--- src/include/pwo_cfg.svh ---
// Pointwise engine configuration constants for the ML-DSA field
`ifndef PWO_CFG_SVH
`define PWO_CFG_SVH

// Field modulus q = 2^23 - 2^13 + 1
`define PWO_Q 8380417

// Polynomial geometry
`define PWO_N 256
`define PWO_LANES 4
`define PWO_WORDS (`PWO_N / `PWO_LANES)

// Coefficient in a 24-bit lane slot, top bit padded with zero
`define PWO_COEFF_W 23
`define PWO_LANE_W 24

`define PWO_ADDR_W 15

// Latencies in clock cycles
`define PWO_RD_LAT 1
`define PWO_ALU_LAT 3
`define PWO_PIPE_LAT (`PWO_RD_LAT + `PWO_ALU_LAT)

`endif

--- src/verilog/pwo_pkg.sv ---
// Shared types for the pointwise engine: modes, coefficients, memory words and requests
`default_nettype none

`include "pwo_cfg.svh"

package pwo_pkg;

    // Pointwise operation modes
    typedef enum logic [1:0] {
        PWO_PWM = 2'd0,
        PWO_PWA = 2'd1,
        PWO_PWS = 2'd2
    } pwo_mode_e;

    typedef logic [`PWO_COEFF_W-1:0] coeff_t;

    // One lane slot of a memory word
    typedef struct packed {
        logic [`PWO_LANE_W-`PWO_COEFF_W-1:0] pad;
        coeff_t                              coeff;
    } lane_t;

    // Lane 0 sits in the low bits
    typedef struct packed {
        lane_t [`PWO_LANES-1:0] lane;
    } mem_word_t;

    typedef logic [`PWO_ADDR_W-1:0] mem_addr_t;

    typedef struct packed {
        logic      en;
        mem_addr_t addr;
    } pwo_mem_req_t;

    typedef struct packed {
        pwo_mode_e mode;
        logic      accumulate;
        mem_addr_t base_a;
        mem_addr_t base_b;
        mem_addr_t base_c;
    } pwo_cfg_t;

endpackage

`default_nettype wire

--- src/verilog/pwo_mode_regs.sv ---
// Configuration register block, latches the run setup and issues the start strobe
`timescale 1ns/1ps
`default_nettype none

module pwo_mode_regs (
    input  logic                clk,
    input  logic                reset_n,
    input  logic                enable_i,
    input  pwo_pkg::pwo_mode_e  mode_i,
    input  logic                accumulate_i,
    input  pwo_pkg::mem_addr_t  base_a_i,
    input  pwo_pkg::mem_addr_t  base_b_i,
    input  pwo_pkg::mem_addr_t  base_c_i,
    input  logic                busy_i,
    output pwo_pkg::pwo_cfg_t   cfg_o,
    output logic                start_o
);

    logic accept;

    // Busy only rises the cycle after start, so start itself also blocks a new enable
    assign accept = enable_i & ~busy_i & ~start_o;

    //========================================
    // Config capture
    //========================================
    always_ff @(posedge clk or negedge reset_n) begin
        if (!reset_n) begin
            cfg_o   <= '0;
            start_o <= 1'b0;
        end
        else begin
            start_o <= accept;
            // Held for the whole run, host inputs are free to move
            if (accept) begin
                cfg_o.mode       <= mode_i;
                cfg_o.accumulate <= accumulate_i;
                cfg_o.base_a     <= base_a_i;
                cfg_o.base_b     <= base_b_i;
                cfg_o.base_c     <= base_c_i;
            end
        end
    end

endmodule

`default_nettype wire

--- config.mk ---
export PLATFORM = sky130hd
export DESIGN_NAME = pwo_mode_regs
export DESIGN_NICKNAME = d
export VERILOG_FILES = /design/src/verilog/pwo_pkg.sv /design/src/verilog/pwo_mode_regs.sv
export VERILOG_INCLUDE_DIRS = /design/src /design/src/include
export SDC_FILE = /design/constraint.sdc
export NUM_CORES = 1
export LEC_CHECK = 0
export BUFFER_PORTS_ARGS = -buffer_cell sky130_fd_sc_hd__buf_2
export CORE_MARGIN = 10
export CORE_UTILIZATION = 43
export CTS_BUF_LIST = sky130_fd_sc_hd__clkbuf_16
export CTS_CLUSTER_DIAMETER = 100
export DETAILED_ROUTE_END_ITERATION = 10
export PLACE_DENSITY = 0.78
export SETUP_SLACK_MARGIN = 0.15
export SYNTH_ARGS = -nofsm -noshare
export SYNTH_HDL_FRONTEND = slang
export SYNTH_SLANG_ARGS = --single-unit
--- constraint.sdc ---
create_clock -name clk -period 1.9 [get_ports clk]
set_input_delay 0.095 -clock clk [delete_from_list [all_inputs] [get_ports clk]]
set_output_delay 0.095 -clock clk [all_outputs]
set_load 0.005 [all_outputs]
==> Word-level counts from Yosys, hierarchy flattened <==
Index checks and enable logic that the tools add are counted.
W data, S select, Z words.
{ "word_totals": {"reg_bits": 49, "latch_bits": 0, "mem_bits_rw": 0, "mem_bits_ro": 0, "input_bits": 52, "out_inout_bits": 49, "elab_cells": 10, "mem_count": 0} }
{ "classes": {"add_sub_neg": 0, "mul": 0, "div_mod_pow": 0, "n_lt_le_gt_ge": 0, "n_eq_ne": 0, "n_shift": 0, "muxes": 0, "bitwise": 4, "reduce_logical": 0} }
{ "op_table": {"columns": ["op", "count"], "rows": [
  ["$and A1 B1 Y1", 2],
  ["$not A1 Y1", 2]
]} }

==> Logic depth before layout (Yosys ltp) <==
{ "depth": {"depth_word": 3, "depth_mapped": 4, "mapped_depth_nobuf": 2} }

==> Least setup slack after synthesis <==
Ideal clock, no wire load.
{ "synth_timing": {"path_kind": "reg2reg", "start": "register start_o", "end": "register cfg_o[16] (netlist name)", "setup_ps": 127, "t_arrival_ps": 1242, "t_required_ps": 1773, "setup_slack_ps": 530, "stages_incl_launch_ff": 5, "path_buffers": 2, "period_less_slack_ps": 1370, "path_cell_list": "dfrtp_1 -> nor3b_2 -> buf_4 -> buf_6 -> mux2_1"} }
{ "synth_between": {"elab_chain_len": 2} }
{ "synth_rtl": {"columns": ["item", "line", "text"], "rows": [
  ["start, declared", "pwo_mode_regs.sv:16", "output logic start_o"],
  ["start signal, assigned", "pwo_mode_regs.sv:33", "start_o <= accept;"],
  ["$not A1 Y1", "pwo_mode_regs.sv:22", "assign accept = enable_i & ~busy_i & ~start_o;"],
  ["$and A1 B1 Y1", "pwo_mode_regs.sv:22", null],
  ["net accept", "pwo_mode_regs.sv:19", "logic accept;"],
  ["end, declared", "pwo_mode_regs.sv:15", "output pwo_pkg::pwo_cfg_t cfg_o,"]
]} }
The timed path passes the listed nets, and every way through them passes these cells.
A chain may end at the register's enable or synchronous reset.

==> Final worst setup path <==
{ "layout_timing": {"start": "register start_o", "end": "register cfg_o[6] (netlist name)"} }
{ "layout_between": {"elab_chain_len": 2} }
{ "layout_rtl": {"columns": ["item", "line"], "rows": [
  ["$not A1 Y1", "pwo_mode_regs.sv:22"],
  ["$and A1 B1 Y1", "pwo_mode_regs.sv:22"]
]} }
Every way passes these cells.

==> impl_metrics.tcl <==
set metrics [dict create \
    hold_start "base_b_i[1]" \
    cts.repair.resized 0 \
    htree_levels 2 \
    grt-ovfl-total 0 \
    endpoint_kind "flop" \
    chipWidth_um 84.9 \
    ff2ff_path_depth 3 \
    grt_max_degree 29 \
    tightest_slew_ns 0.615 \
    hold_violations 0 \
    power.leakage_nw 1.26 \
    r2r_start "start_o" \
    cts_made_buffers 5 \
    clockBufferDepth 2 \
    register_area_mm2 0.00123 \
    hold_depth 2 \
    hold_end "cfg_o[16]" \
    gp_congestion 0.695 \
    setup_tns_ns 0 \
    worst-setup-path-type "reg -> reg" \
    antenna_found_initial 0 \
    vias 1240 \
    drive_gt1_share_pct 71.1 \
    stdcell_count 261 \
    p_total_mw 2.62 \
    rsz0062_at_grt "false" \
    vdd_drop_max_v 0.000533 \
    dp_hpwl_um 3480 \
    drt_iter0_drc 34 \
    num_io_pins 101 \
    rows 23 \
    grt_pass1_vias 1527 \
    cts_num_sinks 49 \
    routed_via_density 4.75 \
    synth_cell_types 7 \
    area_growth_pct 39.3 \
    slew_viol_final 0 \
    outcome "complete, no violations" \
    clock_skew_ns 0.00427 \
    num-fill-cells 332 \
    r2r_end "cfg_o[6]" \
    avgRoutedWirePerCell_um 16.4 \
    reg2reg_slack_ns 0.49 \
    ys_ff_latch 49 \
    fmax_mhz 709 \
    relSlewSlack_pct 59.0 \
    crit_arrival_ns 1.57 \
    cp_max_fo 24 \
    cts_tree "built" \
    cts_root_buffer "clkbuf_16" \
    start_util_pct 45.0 \
    grt_pass1_wl_um 7390 \
    dieHeight_um 84.9 \
    die_area_mm2 0.00721 \
    global_route.usage.total_pct 12.4 \
    core_area_mm2 0.00403 \
    multi_input_area_um2 559 \
    finalCriticalPeriod_ns 1.41 \
    synth_cells 103 \
    netlist_area_mm2 0.00181 \
    hp-class "in -> reg" \
    fin_nets 262 \
    mostFrequentLayoutCells "100 x buf_2, 49 x dfrtp_1, 39 x mux2_2" \
    setup.worst_path.start_class "flop" \
    clk_latency_ns 0.28 \
    fin_crit_sh_pct 74.3 \
    max-cap-violations 0 \
    avgSynthCellArea_um2 17.6 \
    antenna_cells 0 \
    final_common_cell "buf_2" \
    clkSlewWorstSetupHoldPaths_ns 0.06 \
    ant_nets 0 \
    dp.cells 252 \
    dr.pass1.iters 5 \
    cp_data_required_time_ns 2.06 \
    synth_nets 155 \
    ys_warn_count 0 \
    port_buffers 100 \
    ys_seq_area_share_pct 67.6 \
    power_density_mw_per_mm2 1040 \
    drc 0 \
    setup_viol 0 \
    drt-total-wl_um 4290 \
]
timing repair:
item | in CTS | in global routing
hold endpoints to repair | 26 | 0
buffers inserted | 0 | 0
hold buffers | 1 | 0
worst max-delay path by stage:
stage | from | to | slack [ns] | cells past startpoint
CTS | start_o | cfg_o[32] | 0.46 | 3
detailed placement | start_o | cfg_o[32] | 0.48 | 3
floorplan | start_o | cfg_o[16] | 0.53 | 4
finish | start_o | cfg_o[6] | 0.49 | 3
global route | start_o | cfg_o[44] | 0.40 | 3
global placement | start_o | cfg_o[27] | 0.50 | 3
layer usage:
metal	global-route usage [%]	vias up	share of wire (%)
li1	-	576	-
met1	14.0	589	40
met2	18.6	70	43
met3	8.60	5	15
met4	3.14	0	1.1
met5	0	-	0
flip-flops by register name, indices dropped and copies added, names as in the netlist:
| register | cells |
|---|---|
| start_o | 1 |
| cfg_o | 48 |
synthesized netlist by cell type:
library cell,instances,share of area [%]
nor3b_2,1,0.69
buf_4,1,0.41
buf_6,1,0.62
mux2_2,39,24
buf_2,3,0.83
mux2_1,9,5.6
dfrtp_1,49,68
power breakdown:
| group | internal (mW) | switching, mW | leakage [nW] |
|---|---|---|---|
| registers | 1.23 | 0.0798 | 0.578 |
| logic | 0.302 | 0.203 | 0.610 |
| clock network | 0.475 | 0.336 | 0.0687 |
critical path: stages, from the launching register on:
cell and delay [ns]:
dfrtp_1 0.40, nor3b_4 0.18, buf_4 0.32, mux2_2 0.38
logic make-up after synthesis:
group	synth area share [%]
flip-flops	67.6
multiplexers	29.8
buffers and inverters	1.86
AND/OR/NAND/NOR	0.690
final cells by class:
type                    count  share of cell area (%)
flip-flops and latches     49                    48.5
multi-input cells          49                    22.1
repair buffers            105                    21.4
clock buffers               5                    4.95
well taps                  50                    2.48
clock inverters             3                   0.495
through the flow:
stage                     util, %  instance area [um2]  setup WS [ns]  hold slack, ns
after floorplan                 -                 1810          0.530          -0.201
after global placement       59.0                 2380          0.499           0.144
after detailed placement     59.0                 2380          0.482           0.138
after CTS                    62.7                 2530          0.464          0.0292
after global routing         62.7                 2530          0.403          0.0242
final                        62.7                 2530          0.489          0.0318
No activity file was read; power rests on OpenSTA's default activity.
