**config.mk**
```make
export PLATFORM = sky130hd
export DESIGN_NAME = pwo_mod_alu
export DESIGN_NICKNAME = d
export VERILOG_FILES = /design/src/verilog/pwo_pkg.sv /design/src/verilog/pwo_mod_alu.sv
export VERILOG_INCLUDE_DIRS = /design/src /design/src/include
export SDC_FILE = /design/constraint.sdc
export NUM_CORES = 2
export LEC_CHECK = 0
export BUFFER_PORTS_ARGS = -buffer_cell sky130_fd_sc_hd__buf_2
export CORE_AREA = 2 2 369 225
export DETAILED_ROUTE_END_ITERATION = 8
export DIE_AREA = 0 0 371 227
export PLACE_DENSITY = 0.65
export SYNTH_ARGS = -nofsm -noshare
export SYNTH_HDL_FRONTEND = slang
export SYNTH_SLANG_ARGS = --single-unit
```
**constraint.sdc**
```tcl
create_clock -name clk -period 19.96 [get_ports clk]
set_input_delay 0.998 -clock clk [delete_from_list [all_inputs] [get_ports clk]]
set_output_delay 0.998 -clock clk [all_outputs]
set_load 0.02 [all_outputs]
```
**src/include/pwo_cfg.svh**
```systemverilog
// Pointwise engine configuration constants for the ML-DSA field
`ifndef PWO_CFG_SVH
`define PWO_CFG_SVH

// Field modulus q = 2^23 - 2^13 + 1
`define PWO_Q 8380417

// Polynomial geometry
`define PWO_N 256
`define PWO_LANES 4
`define PWO_WORDS (`PWO_N / `PWO_LANES)

// Coefficient in a 24-bit lane slot, top bit padded with zero
`define PWO_COEFF_W 23
`define PWO_LANE_W 24

`define PWO_ADDR_W 15

// Latencies in clock cycles
`define PWO_RD_LAT 1
`define PWO_ALU_LAT 3
`define PWO_PIPE_LAT (`PWO_RD_LAT + `PWO_ALU_LAT)

`endif

```
**src/verilog/pwo_pkg.sv**
```systemverilog
// Shared types for the pointwise engine: modes, coefficients, memory words and requests
`default_nettype none

`include "pwo_cfg.svh"

package pwo_pkg;

    // Pointwise operation modes
    typedef enum logic [1:0] {
        PWO_PWM = 2'd0,
        PWO_PWA = 2'd1,
        PWO_PWS = 2'd2
    } pwo_mode_e;

    typedef logic [`PWO_COEFF_W-1:0] coeff_t;

    // One lane slot of a memory word
    typedef struct packed {
        logic [`PWO_LANE_W-`PWO_COEFF_W-1:0] pad;
        coeff_t                              coeff;
    } lane_t;

    // Lane 0 sits in the low bits
    typedef struct packed {
        lane_t [`PWO_LANES-1:0] lane;
    } mem_word_t;

    typedef logic [`PWO_ADDR_W-1:0] mem_addr_t;

    typedef struct packed {
        logic      en;
        mem_addr_t addr;
    } pwo_mem_req_t;

    typedef struct packed {
        pwo_mode_e mode;
        logic      accumulate;
        mem_addr_t base_a;
        mem_addr_t base_b;
        mem_addr_t base_c;
    } pwo_cfg_t;

endpackage

`default_nettype wire

```
**src/verilog/pwo_mod_alu.sv**
```systemverilog
// Three-stage modular multiply, add and subtract for one coefficient lane
`timescale 1ns/1ps
`default_nettype none

`include "pwo_cfg.svh"

module pwo_mod_alu (
    input  logic               clk,
    input  logic               reset_n,
    input  pwo_pkg::pwo_mode_e op_i,
    input  logic               acc_i,
    input  pwo_pkg::coeff_t    a_i,
    input  pwo_pkg::coeff_t    b_i,
    input  pwo_pkg::coeff_t    c_i,
    output pwo_pkg::coeff_t    r_o
);

    localparam int CW     = `PWO_COEFF_W;
    localparam int SUM_W  = CW + 1;
    localparam int PROD_W = 2 * CW;
    // 2^23 == 2^13 - 1 mod q
    localparam int FOLD_SH = 13;

    localparam logic [SUM_W-1:0] Q_S = SUM_W'(`PWO_Q);

    logic [PROD_W-1:0] s1_d;
    logic [PROD_W-1:0] s1_q;
    logic [36:0]       fold1;
    logic [27:0]       fold2;
    logic [SUM_W-1:0]  fold3;
    logic [SUM_W-1:0]  s2_pre;
    logic [SUM_W-1:0]  s2_red;
    pwo_pkg::coeff_t   s2_q;
    pwo_pkg::coeff_t   c_d1_q;
    pwo_pkg::coeff_t   c_d2_q;
    pwo_pkg::coeff_t   addend;
    logic [SUM_W-1:0]  s3_sum;
    logic [SUM_W-1:0]  s3_red;
    pwo_pkg::coeff_t   r_q;

    //========================================
    // Stage 1: raw product, sum or difference
    //========================================
    always_comb begin
        case (op_i)
            pwo_pkg::PWO_PWM: s1_d = PROD_W'(a_i) * PROD_W'(b_i);
            // Adding q first keeps the difference positive
            pwo_pkg::PWO_PWS: s1_d = PROD_W'(a_i) + PROD_W'(`PWO_Q) - PROD_W'(b_i);
            default:          s1_d = PROD_W'(a_i) + PROD_W'(b_i);
        endcase
    end

    //========================================
    // Stage 2: fold and reduce
    //========================================
    // Each fold maps h*2^23 + l to h*(2^13 - 1) + l
    assign fold1 = (37'(s1_q[PROD_W-1:CW]) << FOLD_SH) - 37'(s1_q[PROD_W-1:CW])
                   + 37'(s1_q[CW-1:0]);
    assign fold2 = (28'(fold1[36:CW]) << FOLD_SH) - 28'(fold1[36:CW]) + 28'(fold1[CW-1:0]);
    // Below 2q after three folds
    assign fold3 = (SUM_W'(fold2[27:CW]) << FOLD_SH) - SUM_W'(fold2[27:CW])
                   + SUM_W'(fold2[CW-1:0]);

    assign s2_pre = (op_i == pwo_pkg::PWO_PWM) ? fold3 : s1_q[SUM_W-1:0];
    assign s2_red = (s2_pre >= Q_S) ? (s2_pre - Q_S) : s2_pre;

    //========================================
    // Stage 3: optional accumulate
    //========================================
    assign addend = (acc_i && (op_i == pwo_pkg::PWO_PWM)) ? c_d2_q : '0;
    assign s3_sum = {1'b0, s2_q} + {1'b0, addend};
    assign s3_red = (s3_sum >= Q_S) ? (s3_sum - Q_S) : s3_sum;

    always_ff @(posedge clk or negedge reset_n) begin
        if (!reset_n) begin
            s1_q   <= '0;
            s2_q   <= '0;
            r_q    <= '0;
            c_d1_q <= '0;
            c_d2_q <= '0;
        end
        else begin
            s1_q   <= s1_d;
            s2_q   <= s2_red[CW-1:0];
            r_q    <= s3_red[CW-1:0];
            // c waits two stages to meet the reduced product
            c_d1_q <= c_i;
            c_d2_q <= c_d1_q;
        end
    end

    assign r_o = r_q;

endmodule

`default_nettype wire

```
# --- After elaboration in Yosys (flattened, before gate mapping) ---
# Index checks and enable logic that the tools add are counted.
classes:
  addsub: 12
  multipliers: 1
  magnitude_cmp: 2
  n_eq_ne: 1
  muxes: 5
  reduce_logical: 2
ops:
  columns: ["cell", "count"]
  rows:
  - ["46-bit one-hot mux with 2 select lines", 1]
  - ["23-bit two-way mux", 3]
  - ["23-bit by 23-bit adder with 24-bit output", 2]
  - ["24-bit by 23-bit greater-or-equal comparator with 1-bit output, second input constant", 2]
  - ["23-bit by 23-bit multiplier with 46-bit output", 1]
  - ["23-bit subtractor, second input constant", 2]
  - ["37-bit by 23-bit adder with 37-bit output", 1]
  - ["36-bit by 23-bit subtractor with 37-bit output", 1]
  - ["28-bit by 23-bit adder with 28-bit output", 1]
  - ["27-bit by 14-bit subtractor with 28-bit output", 1]
  - ["24-bit by 23-bit subtractor with 25-bit output", 1]
  - ["23-bit by 23-bit adder with 24-bit output, second input constant", 1]
  - ["24-bit by 23-bit adder with 24-bit output", 1]
  - ["24-bit two-way mux", 1]
  - ["18-bit by 5-bit subtractor with 19-bit output", 1]
  - ["2-bit equality test, second input constant", 1]
  - ["2-bit logical NOT", 1]
  - ["1-bit logical AND", 1]
word_totals:
  regBits: 138
  in_bits: 74
  output_inout_bits: 23
  word_cells: 28

# --- Depth between registers and ports, before layout ---
logic_depth:
  word_depth: 9
  ltp_mapped: 47
  ltp_nobuf: 45

# --- Worst setup path after synthesis ---
# No wires, ideal clock.
synth_path:
  kind: "flip-flop to flip-flop"
  start: "register s1_q[24]"
  end: "register s2_q[20]"
  setup_time_ps: 124
  arrival_ps: 9200
  slack_ps: 10636
  path_stages_with_launch: 44
  period_less_slack_ps: 9324
  path_cell_list: "dfrtp_1 inv_1 ha_1 ha_1 inv_1 fa_1 nor2b_1 o21a_1 o21ai_0 a21oi_1 nand4b_1 nand2_1 o22ai_1 a211oi_1 nor3b_1 o41ai_1 mux2_2 nor2_1 [... 8 more ...] o31ai_1 xnor2_1 nor3_1 nand2_1 ha_1 o21a_1 o21a_1 a2111oi_2 nor4_1 o31ai_1 a31oi_1 or3_1 nor4_4 a21boi_0 nand4_1 buf_2 or4_1 nor4b_1"
synth_between:
  elab_chain_len: 9
synth_rtl:
  columns: ["item", "line_no", "text"]
  rows:
  - ["start, declared", "pwo_mod_alu.sv:27", "logic [PROD_W-1:0] s1_q;"]
  - ["start signal, assigned", "pwo_mod_alu.sv:76", "s1_q <= '0;"]
  - ["start signal, assigned", "pwo_mod_alu.sv:83", "s1_q <= s1_d;"]
  - ["36-bit by 23-bit subtractor with 37-bit output (*)", "pwo_mod_alu.sv:57", "assign fold1 = (37'(s1_q[PROD_W-1:CW]) << FOLD_SH) - 37'(s1_q[PROD_W-1:CW])"]
  - ["37-bit by 23-bit adder with 37-bit output (*)", "pwo_mod_alu.sv:58", "+ 37'(s1_q[CW-1:0]);"]
  - ["27-bit by 14-bit subtractor with 28-bit output", "pwo_mod_alu.sv:59", "assign fold2 = (28'(fold1[36:CW]) << FOLD_SH) - 28'(fold1[36:CW]) + 28'(fold1[CW-1:0]);"]
  - ["28-bit by 23-bit adder with 28-bit output (*)", "pwo_mod_alu.sv:59", null]
  - ["18-bit by 5-bit subtractor with 19-bit output", "pwo_mod_alu.sv:61", "assign fold3 = (SUM_W'(fold2[27:CW]) << FOLD_SH) - SUM_W'(fold2[27:CW])"]
  - ["24-bit by 23-bit adder with 24-bit output (*)", "pwo_mod_alu.sv:62", "+ SUM_W'(fold2[CW-1:0]);"]
  - ["24-bit two-way mux (*)", "pwo_mod_alu.sv:64", "assign s2_pre = (op_i == pwo_pkg::PWO_PWM) ? fold3 : s1_q[SUM_W-1:0];"]
  - ["23-bit subtractor or 24-bit by 23-bit greater-or-equal comparator with 1-bit output (tied branches)", "pwo_mod_alu.sv:65", "assign s2_red = (s2_pre >= Q_S) ? (s2_pre - Q_S) : s2_pre;"]
  - ["23-bit two-way mux (*)", "pwo_mod_alu.sv:65", null]
  - ["via s2_red[20]", "pwo_mod_alu.sv:32", "logic [SUM_W-1:0] s2_red;"]
  - ["end signal, assigned", "pwo_mod_alu.sv:84", "s2_q <= s2_red[CW-1:0];"]
  - ["end, declared", "pwo_mod_alu.sv:33", "pwo_pkg::coeff_t s2_q;"]
# Mark *: on every way through the listed nets, which the timed path passes. The rest lies on a longest branch.

# --- Worst setup path after layout ---
layout_path:
  start: "register s1_q[26]"
  end: "register s2_q[6]"
# Same word-level chain as after synthesis.

==> reports/results.ini <==
[yosys]
synth_common_cells = 660 x inv_1, 493 x nand2_1, 454 x fa_1
ys_seq_elements = 138
synth_top_area_frac = 0.2842
syn_area_mm2 = 0.03198
ys_seq_area_frac = 0.1080
syn_area_per_cell_um2 = 8.475
netlist_instances = 3773
ys_top_cells_by_area = fa_1 28%, ha_1 15%, dfrtp_1 11%
yosysWarnings = 0
ys.flop_type = dfrtp_1
syn_nets = 4687
synth_edf_count = 0
yosysTopAreaCell = fa_1
yosysMostFrequentCell = inv_1
async_flop_share = 1.000
yosys.cell_types.count = 86

[floorplan]
die-height_um = 227
initial_core_util = 0.3959
rows = 81
coreArea_mm2 = 0.08077
fp.dieArea_mm2 = 0.08422
fp.dieW_um = 371
ioPinCount = 97

[routing]
drt-initial-drc-count = 2462
viasPerCell = 5.472
dr.pass1.iters = 5
drt-total-wl_um = 96540
wl_per_cell_um = 19.92
num_vias = 26517
antenna_left = 0
drc = 0

[placement]
placed_area_mm2 = 0.03337
portBuffers = 96
gp_congestion = 0.9691
pre_cts_slack_ns = 8.521
hpwl_um = 78130

[critical_path]
critPathMaxFanout = 20
arrival_ns = 12.23
start_kind = flip-flop
path_class = reg -> reg
cp_slowest_stage_delay_ns = 0.64
worstSetupEndpointType = flip-flop
cp_common_cell = ha_1
cp.required_ns = 20.29
cp_slowest_cell = o311ai_1

[global_route]
grt_pass1_wl_um = 154100
antenna_found_initial = 2
grt-ovfl-total = 0
grt_usage = 0.2366
grt_pass1_vias = 26554
grt_start_max_net_pins = 76

[timing]
tightest_slew_ns = 1.095
fin_crit_ns = 11.89
slew_violations = 0
max_freq_ghz = 0.08409
fin_worst_skew_ns = 0.009411
setup_violations = 0
setup_tns_ns = 0
relSlewSlack = 0.2509
setup_ws_ns = 8.068
rsz0062_at_grt = false
hold_viol = 0
period_share = 0.5958

[clock_network]
cts_buffers = 17
postCtsHoldBufs = 0
cts_tree = built
cts_setup_buffers = 0
clk_latency_ns = 0.45
cts.htree.levels = 4
cts_repair_resize_count = 0
cts.sinks = 138
cts-root-buf = clkbuf_16
path_clk_slew_ns = 0.07
cts_buffer_depth = 2

[cells_and_area]
final_area_mm2 = 0.03398
n_antenna_cell = 0
drive_gt1_frac = 0.04778
nets = 4669
syn2layout_area_growth_pct = 6.261
n_fill_cell = 8017

[worst_hold_path]
hp-class = reg -> reg

[outcome]
status = finished clean

[job]
drv_cap = 0

[critical path, delay by kind of cell (launching register included)]
family	cells	cell delay, ns
xor gates and xnor gates	2	0.52
DFF	1	0.37
and+or+nand+nor	11	2.90
buffers and inverters	2	0.36
muxes	2	0.56
AOI/OAI and AO/OA	18	5.31
adders and majority gates	5	1.73
[placed cells by master, fill, tap and decap left out, types with 18 or more instances in the layout]
cell	Yosys	routed
inv_1	660	660
nor3_1	55	55
nor2_1	160	159
nand2b_1	28	28
o21bai_1	26	26
fa_1	454	454
a21o_1	73	73
a31oi_1	18	18
a211oi_1	38	38
xnor2_1	112	112
o21a_1	37	37
buf_2	5	95
nand3_1	56	56
nor2b_1	23	23
a21oi_1	186	186
and3_1	40	40
o21ai_0	138	138
and2_1	131	131
nand2_1	493	493
ha_1	386	386
mux2i_1	20	20
o211ai_1	22	22
nor4_1	20	20
o31ai_1	18	18
dfrtp_1	138	138
xor2_1	61	61
[final timing paths]
kind,to,cells past startpoint,slack (ns),from
max,s2_q[6],40,8.07,s1_q[26]
max in group asynchronous,c_d2_q[17],2,18.13,reset_n
min,c_d2_q[16],0,0.34,c_d1_q[16]
max reg2reg,s2_q[6],40,8.07,s1_q[26]
min reg2reg,c_d2_q[16],0,0.34,c_d1_q[16]
min in group asynchronous,c_d1_q[3],1,0.57,reset_n
[kinds of logic (layout without fill, tap and decap cells)]
group / after synthesis / count (layout) / share of synthesized area
AO/OA/AOI/OAI: 682 / 682 / 0.1404
buffers and inverters: 806 / 800 / 0.09481
AND/OR/NAND/NOR: 1110 / 1110 / 0.1665
XOR/XNOR: 173 / 173 / 0.04739
flip-flops: 138 / 138 / 0.1080
multiplexers: 24 / 24 / 0.007669
adder cells (fa/ha/maj): 840 / 840 / 0.4353
[layer usage]
metal	vias to the layer above	global-route usage	routed length [um]
met5	-	0	27
met3	74	0.07053	10460
met1	13131	0.3762	48840
met4	4	0.03082	897
li1	12257	-	-
met2	1051	0.3155	36320
[stage by stage]
step / cells / util / hold WS, ns
final: 4846 / 0.4207 / 0.3421
after global placement: 4815 / 0.4132 / 0.3345
after detailed placement: 4815 / 0.4132 / 0.3358
after CTS: 4846 / 0.4207 / 0.3392
after floorplan: 3773 / - / 0.3312
after global routing: 4846 / 0.4207 / 0.3579
[sequential cells by signal, summed over array words and instances, names as in the netlist]
signal	flops
s1_q	46
s2_q	23
c_d1_q	23
c_d2_q	23
r_o	23
[final cells by class]
class,instances,area [um^2],share of cell area
multi-input cells,2829,25510,0.7508
flip-flops and latches,138,3453,0.1016
inverters,661,2481,0.07302
well taps,1079,1350,0.03973
repair buffers,108,576.8,0.01698
clock buffers,19,442.9,0.01304
clock inverters,12,161.4,0.004750
Power is not shown: default switching activity piles up to over one toggle a cycle in this logic, so the estimate is an artifact.
