### config.mk
export PLATFORM = sky130hd
export DESIGN_NAME = pwo_addr_seq
export DESIGN_NICKNAME = d
export VERILOG_FILES = /design/src/verilog/pwo_pkg.sv /design/src/verilog/pwo_addr_seq.sv
export VERILOG_INCLUDE_DIRS = /design/src /design/src/include
export SDC_FILE = /design/constraint.sdc
export NUM_CORES = 1
export LEC_CHECK = 0
export ABC_AREA = 1
export BUFFER_PORTS_ARGS = -buffer_cell sky130_fd_sc_hd__buf_2
export CAP_MARGIN = 0
export CORE_ASPECT_RATIO = 0.9
export CORE_MARGIN = 8
export CORE_UTILIZATION = 43
export CTS_BUF_LIST = sky130_fd_sc_hd__clkbuf_8
export DETAILED_ROUTE_END_ITERATION = 10
export PLACE_DENSITY = 0.84
export SYNTH_ARGS = -nofsm -noshare
export SYNTH_HDL_FRONTEND = slang
export SYNTH_SLANG_ARGS = --single-unit
### constraint.sdc
create_clock -name clk -period 4.05 [get_ports clk]
set_input_delay 0.81 -clock clk [delete_from_list [all_inputs] [get_ports clk]]
set_output_delay 0.81 -clock clk [all_outputs]
set_load 0.005 [all_outputs]
### src/include/pwo_cfg.svh
// Pointwise engine configuration constants for the ML-DSA field
`ifndef PWO_CFG_SVH
`define PWO_CFG_SVH

// Field modulus q = 2^23 - 2^13 + 1
`define PWO_Q 8380417

// Polynomial geometry
`define PWO_N 256
`define PWO_LANES 4
`define PWO_WORDS (`PWO_N / `PWO_LANES)

// Coefficient in a 24-bit lane slot, top bit padded with zero
`define PWO_COEFF_W 23
`define PWO_LANE_W 24

`define PWO_ADDR_W 15

// Latencies in clock cycles
`define PWO_RD_LAT 1
`define PWO_ALU_LAT 3
`define PWO_PIPE_LAT (`PWO_RD_LAT + `PWO_ALU_LAT)

`endif

### src/verilog/pwo_pkg.sv
// Shared types for the pointwise engine: modes, coefficients, memory words and requests
`default_nettype none

`include "pwo_cfg.svh"

package pwo_pkg;

    // Pointwise operation modes
    typedef enum logic [1:0] {
        PWO_PWM = 2'd0,
        PWO_PWA = 2'd1,
        PWO_PWS = 2'd2
    } pwo_mode_e;

    typedef logic [`PWO_COEFF_W-1:0] coeff_t;

    // One lane slot of a memory word
    typedef struct packed {
        logic [`PWO_LANE_W-`PWO_COEFF_W-1:0] pad;
        coeff_t                              coeff;
    } lane_t;

    // Lane 0 sits in the low bits
    typedef struct packed {
        lane_t [`PWO_LANES-1:0] lane;
    } mem_word_t;

    typedef logic [`PWO_ADDR_W-1:0] mem_addr_t;

    typedef struct packed {
        logic      en;
        mem_addr_t addr;
    } pwo_mem_req_t;

    typedef struct packed {
        pwo_mode_e mode;
        logic      accumulate;
        mem_addr_t base_a;
        mem_addr_t base_b;
        mem_addr_t base_c;
    } pwo_cfg_t;

endpackage

`default_nettype wire

### src/verilog/pwo_addr_seq.sv
// Word sequencer, issues operand reads and undelayed write requests over one polynomial
`timescale 1ns/1ps
`default_nettype none

`include "pwo_cfg.svh"

module pwo_addr_seq (
    input  logic                  clk,
    input  logic                  reset_n,
    input  logic                  start_i,
    input  pwo_pkg::pwo_cfg_t     cfg_i,
    output pwo_pkg::pwo_mem_req_t rd_a_o,
    output pwo_pkg::pwo_mem_req_t rd_b_o,
    output pwo_pkg::pwo_mem_req_t rd_c_o,
    output pwo_pkg::pwo_mem_req_t wr_req_o,
    output logic                  last_o,
    output logic                  busy_o
);

    localparam int CNT_W   = $clog2(`PWO_WORDS);
    localparam int DRAIN_W = $clog2(`PWO_PIPE_LAT + 1);

    localparam logic [CNT_W-1:0]   LAST_WORD  = CNT_W'(`PWO_WORDS - 1);
    localparam logic [DRAIN_W-1:0] DRAIN_INIT = DRAIN_W'(`PWO_PIPE_LAT);

    logic               active_q;
    logic [CNT_W-1:0]   word_q;
    logic [DRAIN_W-1:0] drain_q;
    logic               c_rd_en;
    pwo_pkg::mem_addr_t word_ofs;

    //========================================
    // Word counter and drain
    //========================================
    always_ff @(posedge clk or negedge reset_n) begin
        if (!reset_n) begin
            active_q <= 1'b0;
            word_q   <= '0;
            drain_q  <= '0;
        end
        else if (start_i) begin
            active_q <= 1'b1;
            word_q   <= '0;
        end
        else if (active_q) begin
            word_q <= word_q + 1'b1;
            if (word_q == LAST_WORD) begin
                active_q <= 1'b0;
                drain_q  <= DRAIN_INIT;
            end
        end
        else if (drain_q != '0) begin
            drain_q <= drain_q - 1'b1;
        end
    end

    assign word_ofs = pwo_pkg::mem_addr_t'(word_q);

    // Old c value is only needed for an accumulating multiply
    assign c_rd_en = active_q & cfg_i.accumulate & (cfg_i.mode == pwo_pkg::PWO_PWM);

    //========================================
    // Requests
    //========================================
    assign rd_a_o.en   = active_q;
    assign rd_a_o.addr = cfg_i.base_a + word_ofs;

    assign rd_b_o.en   = active_q;
    assign rd_b_o.addr = cfg_i.base_b + word_ofs;

    assign rd_c_o.en   = c_rd_en;
    assign rd_c_o.addr = cfg_i.base_c + word_ofs;

    // Delayed outside by the read plus ALU latency
    assign wr_req_o.en   = active_q;
    assign wr_req_o.addr = cfg_i.base_c + word_ofs;

    // First drain cycle, one cycle after word 63 was issued
    assign last_o = (drain_q == DRAIN_INIT);

    assign busy_o = active_q | (drain_q != '0);

endmodule

`default_nettype wire

# == Word level (Yosys, flattened, before mapping) ==
# Cells that the tools add are included.
# totals
regBits,10
inputBits,51
output_inout_bits,66
word_cells,28
# classes
addsub,5
n_eq_ne,3
n_mux,8
n_bitwise,4
n_reduce_logical,5
# op_table
operator,n
adder 15 x 6 -> 15 bit,3
2-to-1 mux 6 bit,2
2-to-1 mux 3 bit,3
adder 6 x 1 -> 6 bit (second input constant),1
== test 6 bit (second input constant),1
nonzero test 2 bit,2
== test 3 bit (second input constant),1
2-to-1 mux 1 bit,3
AND reduction 3 bit,1
nonzero test 3 bit,1
subtractor 3 x 1 -> 3 bit (second input constant),1
AND 1 bit,2
zero test 2 bit,1
inequality test 2 x 1 -> 1 bit (second input constant),1
inverter 1 bit,1
bitwise OR 1 bit,1

# == Logic depth before layout (Yosys ltp) ==
# Gate-level depths: netlist of run 1.
# depth
word_depth,4
mapped_depth,10
ltp_nobuf,9

# == Worst setup path before layout of run 1 ==
# No wires, ideal clock.
# synth_timing
path_kind,input to output
from,input cfg_i[0] (netlist name)
to,output wr_req_o[6] (netlist name)
arrival_time_ns,2.085
required_time_ns,3.240
setup_slack_ns,1.155
cell_stages,8
path_buffers,1
path_cell_list,ha_1 -> fa_1 -> nand2_1 -> nand3_1 -> nand3_1 -> nand2_1 -> xor2_1 -> buf_4
# synth_rtl
element,line_no,source
start: declaration,pwo_addr_seq.sv:11,"input pwo_pkg::pwo_cfg_t cfg_i,"
end: declaration,pwo_addr_seq.sv:15,"output pwo_pkg::pwo_mem_req_t wr_req_o,"

==> flow_metrics.py, run 1 <==
metrics = {
    "synthesis": {
        "post_synth_instance_area_um2": 2210,
        "yosys_warnings": 0,
        "post_synth_num_cell_types": 20,
        "netlist_instances": 383,
        "net_count_after_synthesis": 458,
        "register_bit_count_reported_by_yosys": 10,
        "share_of_the_yosys_chip_area_belonging_to_registers": 0.113,
        "synth_area_per_cell_um2": 5.76,
    },
    "sta": {
        "final.period_utilization": 0.761,
        "grt_setup_unrepaired": "false",
        "worstMarginPinSlew_ns": 0.430,
        "setup_viol": 0,
        "finalHoldViolations": 0,
        "worst_clock_skew_ns": 0.00114,
        "fmax_mhz": 325,
        "setup-tns-final_ns": 0,
        "slew_headroom": 0.713,
        "final-max-slew-violation-count": 0,
        "post-route-min-period_ns": 3.08,
    },
    "placed_design": {
        "place.gp.congestion": 0.828,
        "post_detailed_placement_half_perimeter_wirelength_mm": 5.62,
        "placement.io_buffers": 116,
        "dp.cells": 545,
    },
    "flow_run": {
        "maxCapViolCount": 0,
    },
    "die": {
        "design.core.area_um2": 4890,
        "row_count": 24,
        "io_pins": 117,
        "initial_utilization": 0.451,
        "die_x_um": 91.5,
        "fp.dieArea_um2": 7680,
        "floorplan.die.height_um": 83.9,
    },
    "cts": {
        "clock_latency_on_the_worst_skew_pair_ns": 0.24,
        "path_clk_slew_ns": 0.05,
        "cts_hold_repair_buffers": 0,
        "tritoncts_num_sinks": 10,
        "postCtsSetupBuffers": 0,
        "ctsResizeCount": 0,
        "htree_num_levels": 1,
        "cts.root.buffer_cell": "sky130_fd_sc_hd__clkbuf_8",
        "clock_tree_from_tritoncts": "done",
        "cts_inserted_buffers": 3,
        "clock_tree.buffer_depth": 2,
    },
    "routing": {
        "totalWireLength_mm": 6.36,
        "routedWlPerCell_um": 11.6,
        "detail_route.first_pass.iterations": 4,
        "detailedRoute.firstIterationViolations": 98,
        "route.detailed.vias_per_inst": 4.79,
        "drc_violation_count_after_routing": 0,
        "vias": 2623,
        "ant_nets": 0,
    },
    "setup_path": {
        "timing.setup.critical_path_class": "in -> out",
        "worst-path-max-fanout": 7,
        "arrival_ns": 2.27,
        "worstSetupEndpointType": "primary output",
        "reg2reg_depth": 6,
        "timing.critical_path.required_ns": 3.24,
        "worst_setup_path_start_kind": "input port",
        "r2r_setup_slack_ns": 2.53,
    },
    "global_route": {
        "pin_count_of_the_biggest_net_entering_global_routing": 11,
        "grt_overflow_total": 0,
        "grtUsageTotal": 0.158,
        "grt_pass1_wl_mm": 10.5,
        "number_of_antenna_violations_at_the_first_check_in_global_routing": 0,
        "first_global_vias": 2516,
    },
    "min_path": {
        "min_path_type": "in -> async",
    },
    "cells_and_area": {
        "area_growth_pct": 25.4,
        "finish.utilization": 0.565,
        "fillerInstances": 513,
        "instances_no_fill": 548,
        "post_route_cells_drive_above_1_share": 0.255,
        "num_antenna_cells": 0,
        "total_area_of_sequential_cells_um2": 250,
        "num-nets-final": 560,
        "multiInputGateArea_um2": 1600,
    },
    "power_and_ir_drop": {
        "maximum_vdd_drop_uv": 175,
        "p_leak_nw": 1.75,
        "power_density_nw_per_um2": 152,
    },
    "outcome": {
        "outcome": "finished, final reports clean",
    },
}
[Yosys cell counts]
master,number,area [um^2]
sky130_fd_sc_hd__nand3b_1,5,37.5
sky130_fd_sc_hd__nor3b_1,2,15.0
sky130_fd_sc_hd__a21oi_1,14,70.1
sky130_fd_sc_hd__xor2_1,18,158
sky130_fd_sc_hd__nor2_1,33,124
sky130_fd_sc_hd__nand2_1,124,465
sky130_fd_sc_hd__buf_4,19,143
sky130_fd_sc_hd__ha_1,21,263
sky130_fd_sc_hd__nand4_1,5,31.3
sky130_fd_sc_hd__nand3_1,46,230
sky130_fd_sc_hd__nand2_2,4,25.0
sky130_fd_sc_hd__dfrtp_1,10,250
sky130_fd_sc_hd__fa_1,3,60.1
sky130_fd_sc_hd__or2_1,2,12.5
sky130_fd_sc_hd__and2_1,4,25.0
sky130_fd_sc_hd__or2_0,2,12.5
sky130_fd_sc_hd__inv_1,57,214
sky130_fd_sc_hd__o21ai_0,6,30.0
sky130_fd_sc_hd__nor3_1,6,30.0
sky130_fd_sc_hd__o21ai_1,2,10.0
[metal layers]
layer / vias up / share of wire / track usage
met5: - / 0 / 0
met4: 0 / 0.0093 / 0.0342
met3: 7 / 0.070 / 0.0423
met2: 85 / 0.50 / 0.294
met1: 1136 / 0.42 / 0.171
li1: 1395 / - / -
[through the flow]
stage / total power, W / setup slack, ns / instance area (um^2) / hold slack, ns
after global routing: 0.000456 / 0.814 / 2770 / 0.439
final: 0.000421 / 0.969 / 2770 / 0.425
after global placement: 0.000316 / 0.995 / 2730 / 0.477
after CTS: 0.000426 / 0.958 / 2770 / 0.429
after floorplan: 0.000229 / 1.16 / 2210 / 0.459
after detailed placement: 0.000320 / 0.958 / 2730 / 0.508
[worst paths after layout]
path / start / end
setup / recovery: cfg_i[0] / rd_c_o[6]
hold / removal: reset_n / drain_q[2]
setup reg to reg: word_q[1] / drain_q[0]
hold reg to reg: drain_q[1] / drain_q[1]
max in group asynchronous: reset_n / word_q[5]
min in group clk: drain_q[1] / drain_q[1]
[power by group]
part	total, W	internal (W)	switching, W
Sequential	0.000109	0.000103	0.00000693
Combinational	0.000208	0.0000944	0.000114
Clock	0.000104	0.0000651	0.0000387
Total	0.000421	0.000262	0.000159
[sequential cells by signal, summed over array words and instances, names as in the netlist]
register / cells
word_q: 6
drain_q: 3
active_q: 1
[critical path, cell delays in order]
cell and delay (ns):
sky130_fd_sc_hd__buf_2 0.10, sky130_fd_sc_hd__ha_1 0.23, sky130_fd_sc_hd__fa_1 0.41, sky130_fd_sc_hd__nand2_1 0.08
sky130_fd_sc_hd__nand3_1 0.08, sky130_fd_sc_hd__nand3_1 0.08, sky130_fd_sc_hd__nand2_1 0.15, sky130_fd_sc_hd__xor2_1 0.20
sky130_fd_sc_hd__buf_2 0.14
[cell usage in the layout (no fill, tap or decap)]
master,count
sky130_fd_sc_hd__nand3_1,46
sky130_fd_sc_hd__nand2_1,124
sky130_fd_sc_hd__nor3b_1,2
sky130_fd_sc_hd__xor2_1,18
sky130_fd_sc_hd__dfrtp_1,10
sky130_fd_sc_hd__ha_1,21
sky130_fd_sc_hd__nor2_1,33
sky130_fd_sc_hd__a21oi_1,14
sky130_fd_sc_hd__nand2_2,4
sky130_fd_sc_hd__fa_1,3
sky130_fd_sc_hd__o21ai_1,2
sky130_fd_sc_hd__clkbuf_8,3
sky130_fd_sc_hd__and2_1,4
sky130_fd_sc_hd__or2_1,2
sky130_fd_sc_hd__o21ai_0,6
sky130_fd_sc_hd__or2_0,2
sky130_fd_sc_hd__inv_1,57
sky130_fd_sc_hd__nor3_1,6
sky130_fd_sc_hd__nand4_1,5
sky130_fd_sc_hd__buf_2,116
sky130_fd_sc_hd__nand3b_1,5
[kinds of logic after synthesis]
| kind of cell | after synthesis | synth area share |
|---|---|---|
| DFF | 10 | 0.113 |
| buffers and inverters | 76 | 0.162 |
| and+or+nand+nor | 233 | 0.457 |
| AOI/OAI and AO/OA | 22 | 0.0499 |
| xor gates and xnor gates | 18 | 0.0715 |
| adders and majority gates | 24 | 0.146 |
[cell type report]
type | count | share of cell area
repair buffers | 116 | 0.210
clock buffers | 3 | 0.0149
flip-flops and latches | 10 | 0.0905
inverters | 57 | 0.0773
well taps | 65 | 0.0294
multi-input cells | 297 | 0.578
Power figures use the tool's default switching activity.
==> run 2, diff against run 1 <==
clock period = 3.2 ns   (was 4.05 ns; I/O delays follow)
==> run 2 against run 1 <==
Cell area stayed put. Power is 26% higher. Core utilization stayed put. Sequential share of layout area stayed put. Register-to-register slack worse by 0.84 ns. Clock-buffer cell count stayed put.
==> flow_metrics.py, run 2 (same netlist as run 1, synthesis figures left out) <==
metrics = {
    "placed_design": {
        "dp.cells": 545,
        "placement.io_buffers": 116,
        "post_detailed_placement_half_perimeter_wirelength_mm": 5.65,
        "post_placement_worst_setup_slack_ns": 0.445,
        "place.gp.congestion": 0.828,
        "post_place_cell_area_um2": 2730,
    },
    "routing": {
        "routedWlPerCell_um": 11.6,
        "met2RoutedLength_mm": 3.18,
        "totalWireLength_mm": 6.37,
        "detail_route.first_pass.iterations": 4,
        "route.detailed.vias_per_inst": 4.77,
        "drc_violation_count_after_routing": 0,
        "m1WireLength_mm": 2.70,
        "ant_nets": 0,
        "detailroute.wirelength.met3_um": 420,
        "top_layer_used": "met4",
        "detailedRoute.firstIterationViolations": 67,
        "vias": 2612,
    },
    "cts": {
        "clock_latency_on_the_worst_skew_pair_ns": 0.24,
        "clock_tree_from_tritoncts": "done",
        "cts_hold_repair_buffers": 0,
        "postCtsSetupBuffers": 0,
        "clock_tree.buffer_depth": 2,
        "tritoncts_num_sinks": 10,
        "cts.root.buffer_cell": "sky130_fd_sc_hd__clkbuf_8",
        "htree_num_levels": 1,
        "ctsResizeCount": 0,
        "path_clk_slew_ns": 0.05,
        "cts_inserted_buffers": 3,
    },
    "sta": {
        "grt_setup_unrepaired": "false",
        "worstMarginPinSlew_ns": 0.423,
        "setup_viol": 0,
        "fmax_mhz": 365,
        "final-max-slew-violation-count": 0,
        "worst_clock_skew_ns": 0.000426,
        "final_critical_path_setup_slack_ns": 0.460,
        "finalHoldViolations": 0,
        "slew_headroom": 0.718,
        "setup-tns-final_ns": 0,
        "final.period_utilization": 0.856,
        "post-route-min-period_ns": 2.74,
    },
    "setup_path": {
        "worstSetupEndpointType": "primary output",
        "timing.setup.critical_path_class": "in -> out",
        "arrival_ns": 2.10,
        "worst-path-max-fanout": 7,
        "timing.critical_path.required_ns": 2.56,
        "worst_setup_path_start_kind": "input port",
    },
    "cells_and_area": {
        "num_antenna_cells": 0,
        "largest-register": "word_q",
        "layout_commonest_cell": "sky130_fd_sc_hd__nand2_1",
        "area_growth_pct": 25.4,
        "mostFrequentLayoutCells": "sky130_fd_sc_hd__nand2_1, sky130_fd_sc_hd__buf_2, sky130_fd_sc_hd__inv_1",
        "layout_top_registers": "word_q (6), drain_q (3), active_q (1)",
        "post_route_cells_drive_above_1_share": 0.255,
        "num-nets-final": 560,
        "layout_cell_area_excl_fill_um2": 2770,
        "largest_register_ffs": 6,
        "fillerInstances": 522,
        "instances_no_fill": 548,
    },
    "global_route": {
        "grt_pass1_wl_mm": 10.4,
        "number_of_antenna_violations_at_the_first_check_in_global_routing": 0,
        "grtUsageTotal": 0.156,
        "pin_count_of_the_biggest_net_entering_global_routing": 11,
        "first_global_vias": 2512,
        "grt_overflow_total": 0,
    },
    "die": {
        "fp.dieArea_um2": 7680,
        "row_count": 24,
        "io_pins": 117,
        "floorplan.die.height_um": 83.9,
        "die_x_um": 91.5,
        "initial_utilization": 0.451,
        "design.core.area_um2": 4890,
    },
    "power_and_ir_drop": {
        "maximum_vdd_drop_uv": 219,
        "power_density_nw_per_um2": 192,
        "p_leak_nw": 1.75,
    },
    "outcome": {
        "outcome": "finished, final reports clean",
    },
    "min_path": {
        "min_path_type": "in -> async",
    },
    "flow_run": {
        "maxCapViolCount": 0,
    },
}
-- run 2: cell counts in the layout (fill, tap and decap cells not counted) --
No cell type changed its count.
-- run 2: layout make-up --
cell class / instances / area (um^2) / share of cell area
Clock buffer: 3 / 41.3 / 0.0149
Inverter: 57 / 214 / 0.0773
Multi-Input combinational cell: 297 / 1600 / 0.578
Sequential cell: 10 / 250 / 0.0905
Tap cell: 65 / 81.3 / 0.0294
Timing Repair Buffer: 116 / 581 / 0.210
-- run 2: stage by stage --
stage / utilization / total power [W] / hold slack [ns]
6_report: 0.565 / 0.000532 / 0.256
4_1_cts: 0.565 / 0.000540 / 0.257
5_1_grt: 0.565 / 0.000578 / 0.266
3_5_place_dp: 0.557 / 0.000404 / 0.500
2_1_floorplan: - / 0.000290 / 0.344
3_3_place_gp: 0.557 / 0.000400 / 0.477
-- run 2: final timing paths --
check / from / to / slack, ns / depth (start not counted)
setup / recovery: cfg_i[0] / rd_c_o[6] / 0.46 / 9
hold / removal: reset_n / drain_q[2] / 0.26 / 1
setup reg to reg: word_q[1] / drain_q[0] / 1.69 / 6
hold reg to reg: drain_q[1] / drain_q[1] / 0.50 / 2
max in group asynchronous: reset_n / word_q[5] / 2.75 / 1
min in group clk: drain_q[1] / drain_q[1] / 0.50 / 2
-- run 2: metal layers --
metal | up-vias | track usage
met4 | 0 | 0.0357
met1 | 1130 | 0.167
li1 | 1400 | -
met5 | - | 0
met3 | 7 | 0.0414
met2 | 75 | 0.294
-- run 2: power by group --
part / total, W / internal, W / switching (W)
registers: 0.000138 / 0.000130 / 0.00000868
clock network: 0.000131 / 0.0000823 / 0.0000486
logic: 0.000262 / 0.000119 / 0.000143
total: 0.000532 / 0.000331 / 0.000201
-- run 2: critical path: stages --
cell and delay [ns]:
sky130_fd_sc_hd__buf_2 0.10, sky130_fd_sc_hd__ha_1 0.23, sky130_fd_sc_hd__fa_1 0.41, sky130_fd_sc_hd__nand2_1 0.08, sky130_fd_sc_hd__nand3_1 0.08, sky130_fd_sc_hd__nand3_1 0.07
sky130_fd_sc_hd__nand2_1 0.15, sky130_fd_sc_hd__xor2_1 0.19, sky130_fd_sc_hd__buf_2 0.14
==> run 3, diff against run 2 <==
CORE_ASPECT_RATIO = default   (was 0.9)
PLACE_DENSITY = default   (was 0.84)
PLACE_DENSITY_LB_ADDON = 0.15   (was default)
==> run 3 against run 2 <==
Die area is essentially flat. Flip-flop and latch count is the same. Clock-buffer cell count is the same. Clock skew grew 0.0015 ns. Combinational power shrank 2%. Critical path depth grew 2. Sequential share of layout area is essentially flat. Highest routed layer unchanged. Critical endpoint is now wr_req_o[14]. Cell area grew 0.23%. Non-clock buffer count is the same. Power shrank 1.3%.
==> flow_metrics.py, run 3 (same netlist as run 1, synthesis figures left out) <==
metrics = {
    "power_and_ir_drop": {
        "p_leak_nw": 1.75,
        "maximum_vdd_drop_uv": 194,
        "power_density_nw_per_um2": 189,
    },
    "sta": {
        "slew_headroom": 0.724,
        "final-max-slew-violation-count": 0,
        "setup-tns-final_ns": 0,
        "final.period_utilization": 0.859,
        "setup_viol": 0,
        "worstMarginPinSlew_ns": 0.414,
        "final_critical_path_setup_slack_ns": 0.450,
        "worst_clock_skew_ns": 0.00195,
        "fmax_mhz": 364,
        "grt_setup_unrepaired": "false",
        "finalHoldViolations": 0,
        "post-route-min-period_ns": 2.75,
    },
    "setup_path": {
        "critical_path_depth": 11,
        "worst_setup_path_start_kind": "input port",
        "worst_path_max_delay_cell": "sky130_fd_sc_hd__fa_1",
        "arrival_ns": 2.11,
        "path_common_cell": "sky130_fd_sc_hd__nand2_1",
        "cp-startpoint": "cfg_i[0]",
        "crit_family": "adder cells",
        "r2r_setup_slack_ns": 1.71,
        "r2r-start": "word_q[1]",
        "setup.worst_path.end": "wr_req_o[14]",
        "slowest_delay_ns": 0.42,
        "timing.setup.critical_path_class": "in -> out",
        "worst-path-max-fanout": 7,
        "timing.critical_path.required_ns": 2.56,
        "timing.rr.end": "drain_q[0]",
        "worstSetupEndpointType": "primary output",
        "reg2reg_depth": 6,
        "worst-path-buf-inv": 2,
        "timing.critical_path.cells": "buf_2 -> ha_1 -> fa_1 -> nand2_1 -> nand3_1 -> nand3_1 -> nand2_1 -> nand3_1 -> nand2_1 -> nand2_1 -> buf_2",
    },
    "routing": {
        "detailedRoute.firstIterationViolations": 95,
        "drc_violation_count_after_routing": 0,
        "routedWlPerCell_um": 11.0,
        "ant_nets": 0,
        "detail_route.first_pass.iterations": 4,
        "vias": 2571,
        "route.detailed.vias_per_inst": 4.65,
        "totalWireLength_mm": 6.08,
    },
    "cells_and_area": {
        "area_growth_pct": 25.7,
        "largest-register": "word_q",
        "post_route_cells_drive_above_1_share": 0.255,
        "mostFrequentLayoutCells": "sky130_fd_sc_hd__nand2_1, sky130_fd_sc_hd__buf_2, sky130_fd_sc_hd__inv_1",
        "layout_cell_area_excl_fill_um2": 2770,
        "largest_register_ffs": 6,
        "total_area_of_sequential_cells_um2": 250,
        "fillerInstances": 540,
        "num_antenna_cells": 0,
        "layout_top_registers": "word_q (6), drain_q (3), active_q (1)",
        "num-nets-final": 560,
        "multiInputGateArea_um2": 1600,
        "layout_commonest_cell": "sky130_fd_sc_hd__nand2_1",
    },
    "global_route": {
        "pin_count_of_the_biggest_net_entering_global_routing": 11,
        "first_global_vias": 2593,
        "grt_pass1_wl_mm": 10.6,
        "grt_overflow_total": 0,
        "number_of_antenna_violations_at_the_first_check_in_global_routing": 0,
        "grtUsageTotal": 0.161,
    },
    "cts": {
        "postCtsSetupBuffers": 0,
        "clock_tree_from_tritoncts": "done",
        "tritoncts_num_sinks": 10,
        "cts_inserted_buffers": 3,
        "ctsResizeCount": 0,
        "clock_latency_on_the_worst_skew_pair_ns": 0.23,
        "path_clk_slew_ns": 0.05,
        "cts.root.buffer_cell": "sky130_fd_sc_hd__clkbuf_8",
        "cts_hold_repair_buffers": 0,
        "clock_tree.buffer_depth": 2,
        "htree_num_levels": 1,
    },
    "placed_design": {
        "place.gp.congestion": 0.812,
        "post_detailed_placement_half_perimeter_wirelength_mm": 5.35,
        "placement.io_buffers": 116,
        "post_place_cell_area_um2": 2730,
        "post_placement_worst_setup_slack_ns": 0.442,
    },
    "min_path": {
        "min_path_type": "in -> async",
    },
    "flow_run": {
        "maxCapViolCount": 0,
    },
    "die": {
        "fp.dieArea_um2": 7680,
        "floorplan.die.height_um": 87.6,
        "io_pins": 117,
        "design.core.area_um2": 5040,
        "initial_utilization": 0.437,
        "die_x_um": 87.6,
        "row_count": 26,
    },
    "outcome": {
        "outcome": "finished, final reports clean",
    },
}
[run 3: cell counts in the layout (fill, tap and decap cells not counted)]
No cell type changed its count.
[run 3: metal layers]
| metal | up-vias | GRT usage | share of wire |
|---|---|---|---|
| met4 | 0 | 0.0203 | 0.0053 |
| li1 | 1397 | - | - |
| met1 | 1096 | 0.189 | 0.44 |
| met2 | 74 | 0.297 | 0.47 |
| met5 | - | 0 | 0 |
| met3 | 4 | 0.0338 | 0.085 |
[run 3: final cells by class]
| type | instances | share of cell area |
|---|---|---|
| tap | 70 | 0.0316 |
| clock buffer | 3 | 0.0149 |
| multi-input combinational | 297 | 0.577 |
| sequential | 10 | 0.0903 |
| timing repair buffer | 116 | 0.209 |
| inverter | 57 | 0.0772 |
[run 3: worst reg2reg max path: cells and delay by family (launching register included)]
| kind | cells | cell delay (ns) |
|---|---|---|
| and+or+nand+nor | 3 | 0.30 |
| adders and majority gates | 1 | 0.27 |
| AOI/OAI and AO/OA | 2 | 0.23 |
| DFF | 1 | 0.59 |
[run 3: power by group]
| group | switching [W] | internal (W) |
|---|---|---|
| sequential | 0.00000863 | 0.000130 |
| clock | 0.0000459 | 0.0000821 |
| combinational | 0.000140 | 0.000119 |
| total | 0.000194 | 0.000331 |
[run 3: per-stage QoR]
step | power, W | hold slack (ns) | std cells | utilization
final | 0.000525 | 0.261 | 553 | 0.550
after CTS | 0.000535 | 0.263 | 553 | 0.550
after detailed placement | 0.000403 | 0.482 | 550 | 0.542
after global placement | 0.000399 | 0.483 | 550 | 0.542
after global routing | 0.000577 | 0.278 | 553 | 0.550
after floorplan | 0.000290 | 0.344 | 383 | -
[run 3: how the worst min path moves through the flow]
stage                      end  slack (ns)  depth (start not counted)
finish               word_q[2]        0.26                          1
CTS                 drain_q[1]        0.26                          1
detailed placement  drain_q[1]        0.48                          2
global route        drain_q[0]        0.28                          1
floorplan             active_q        0.34                          0
global placement    drain_q[1]        0.48                          2
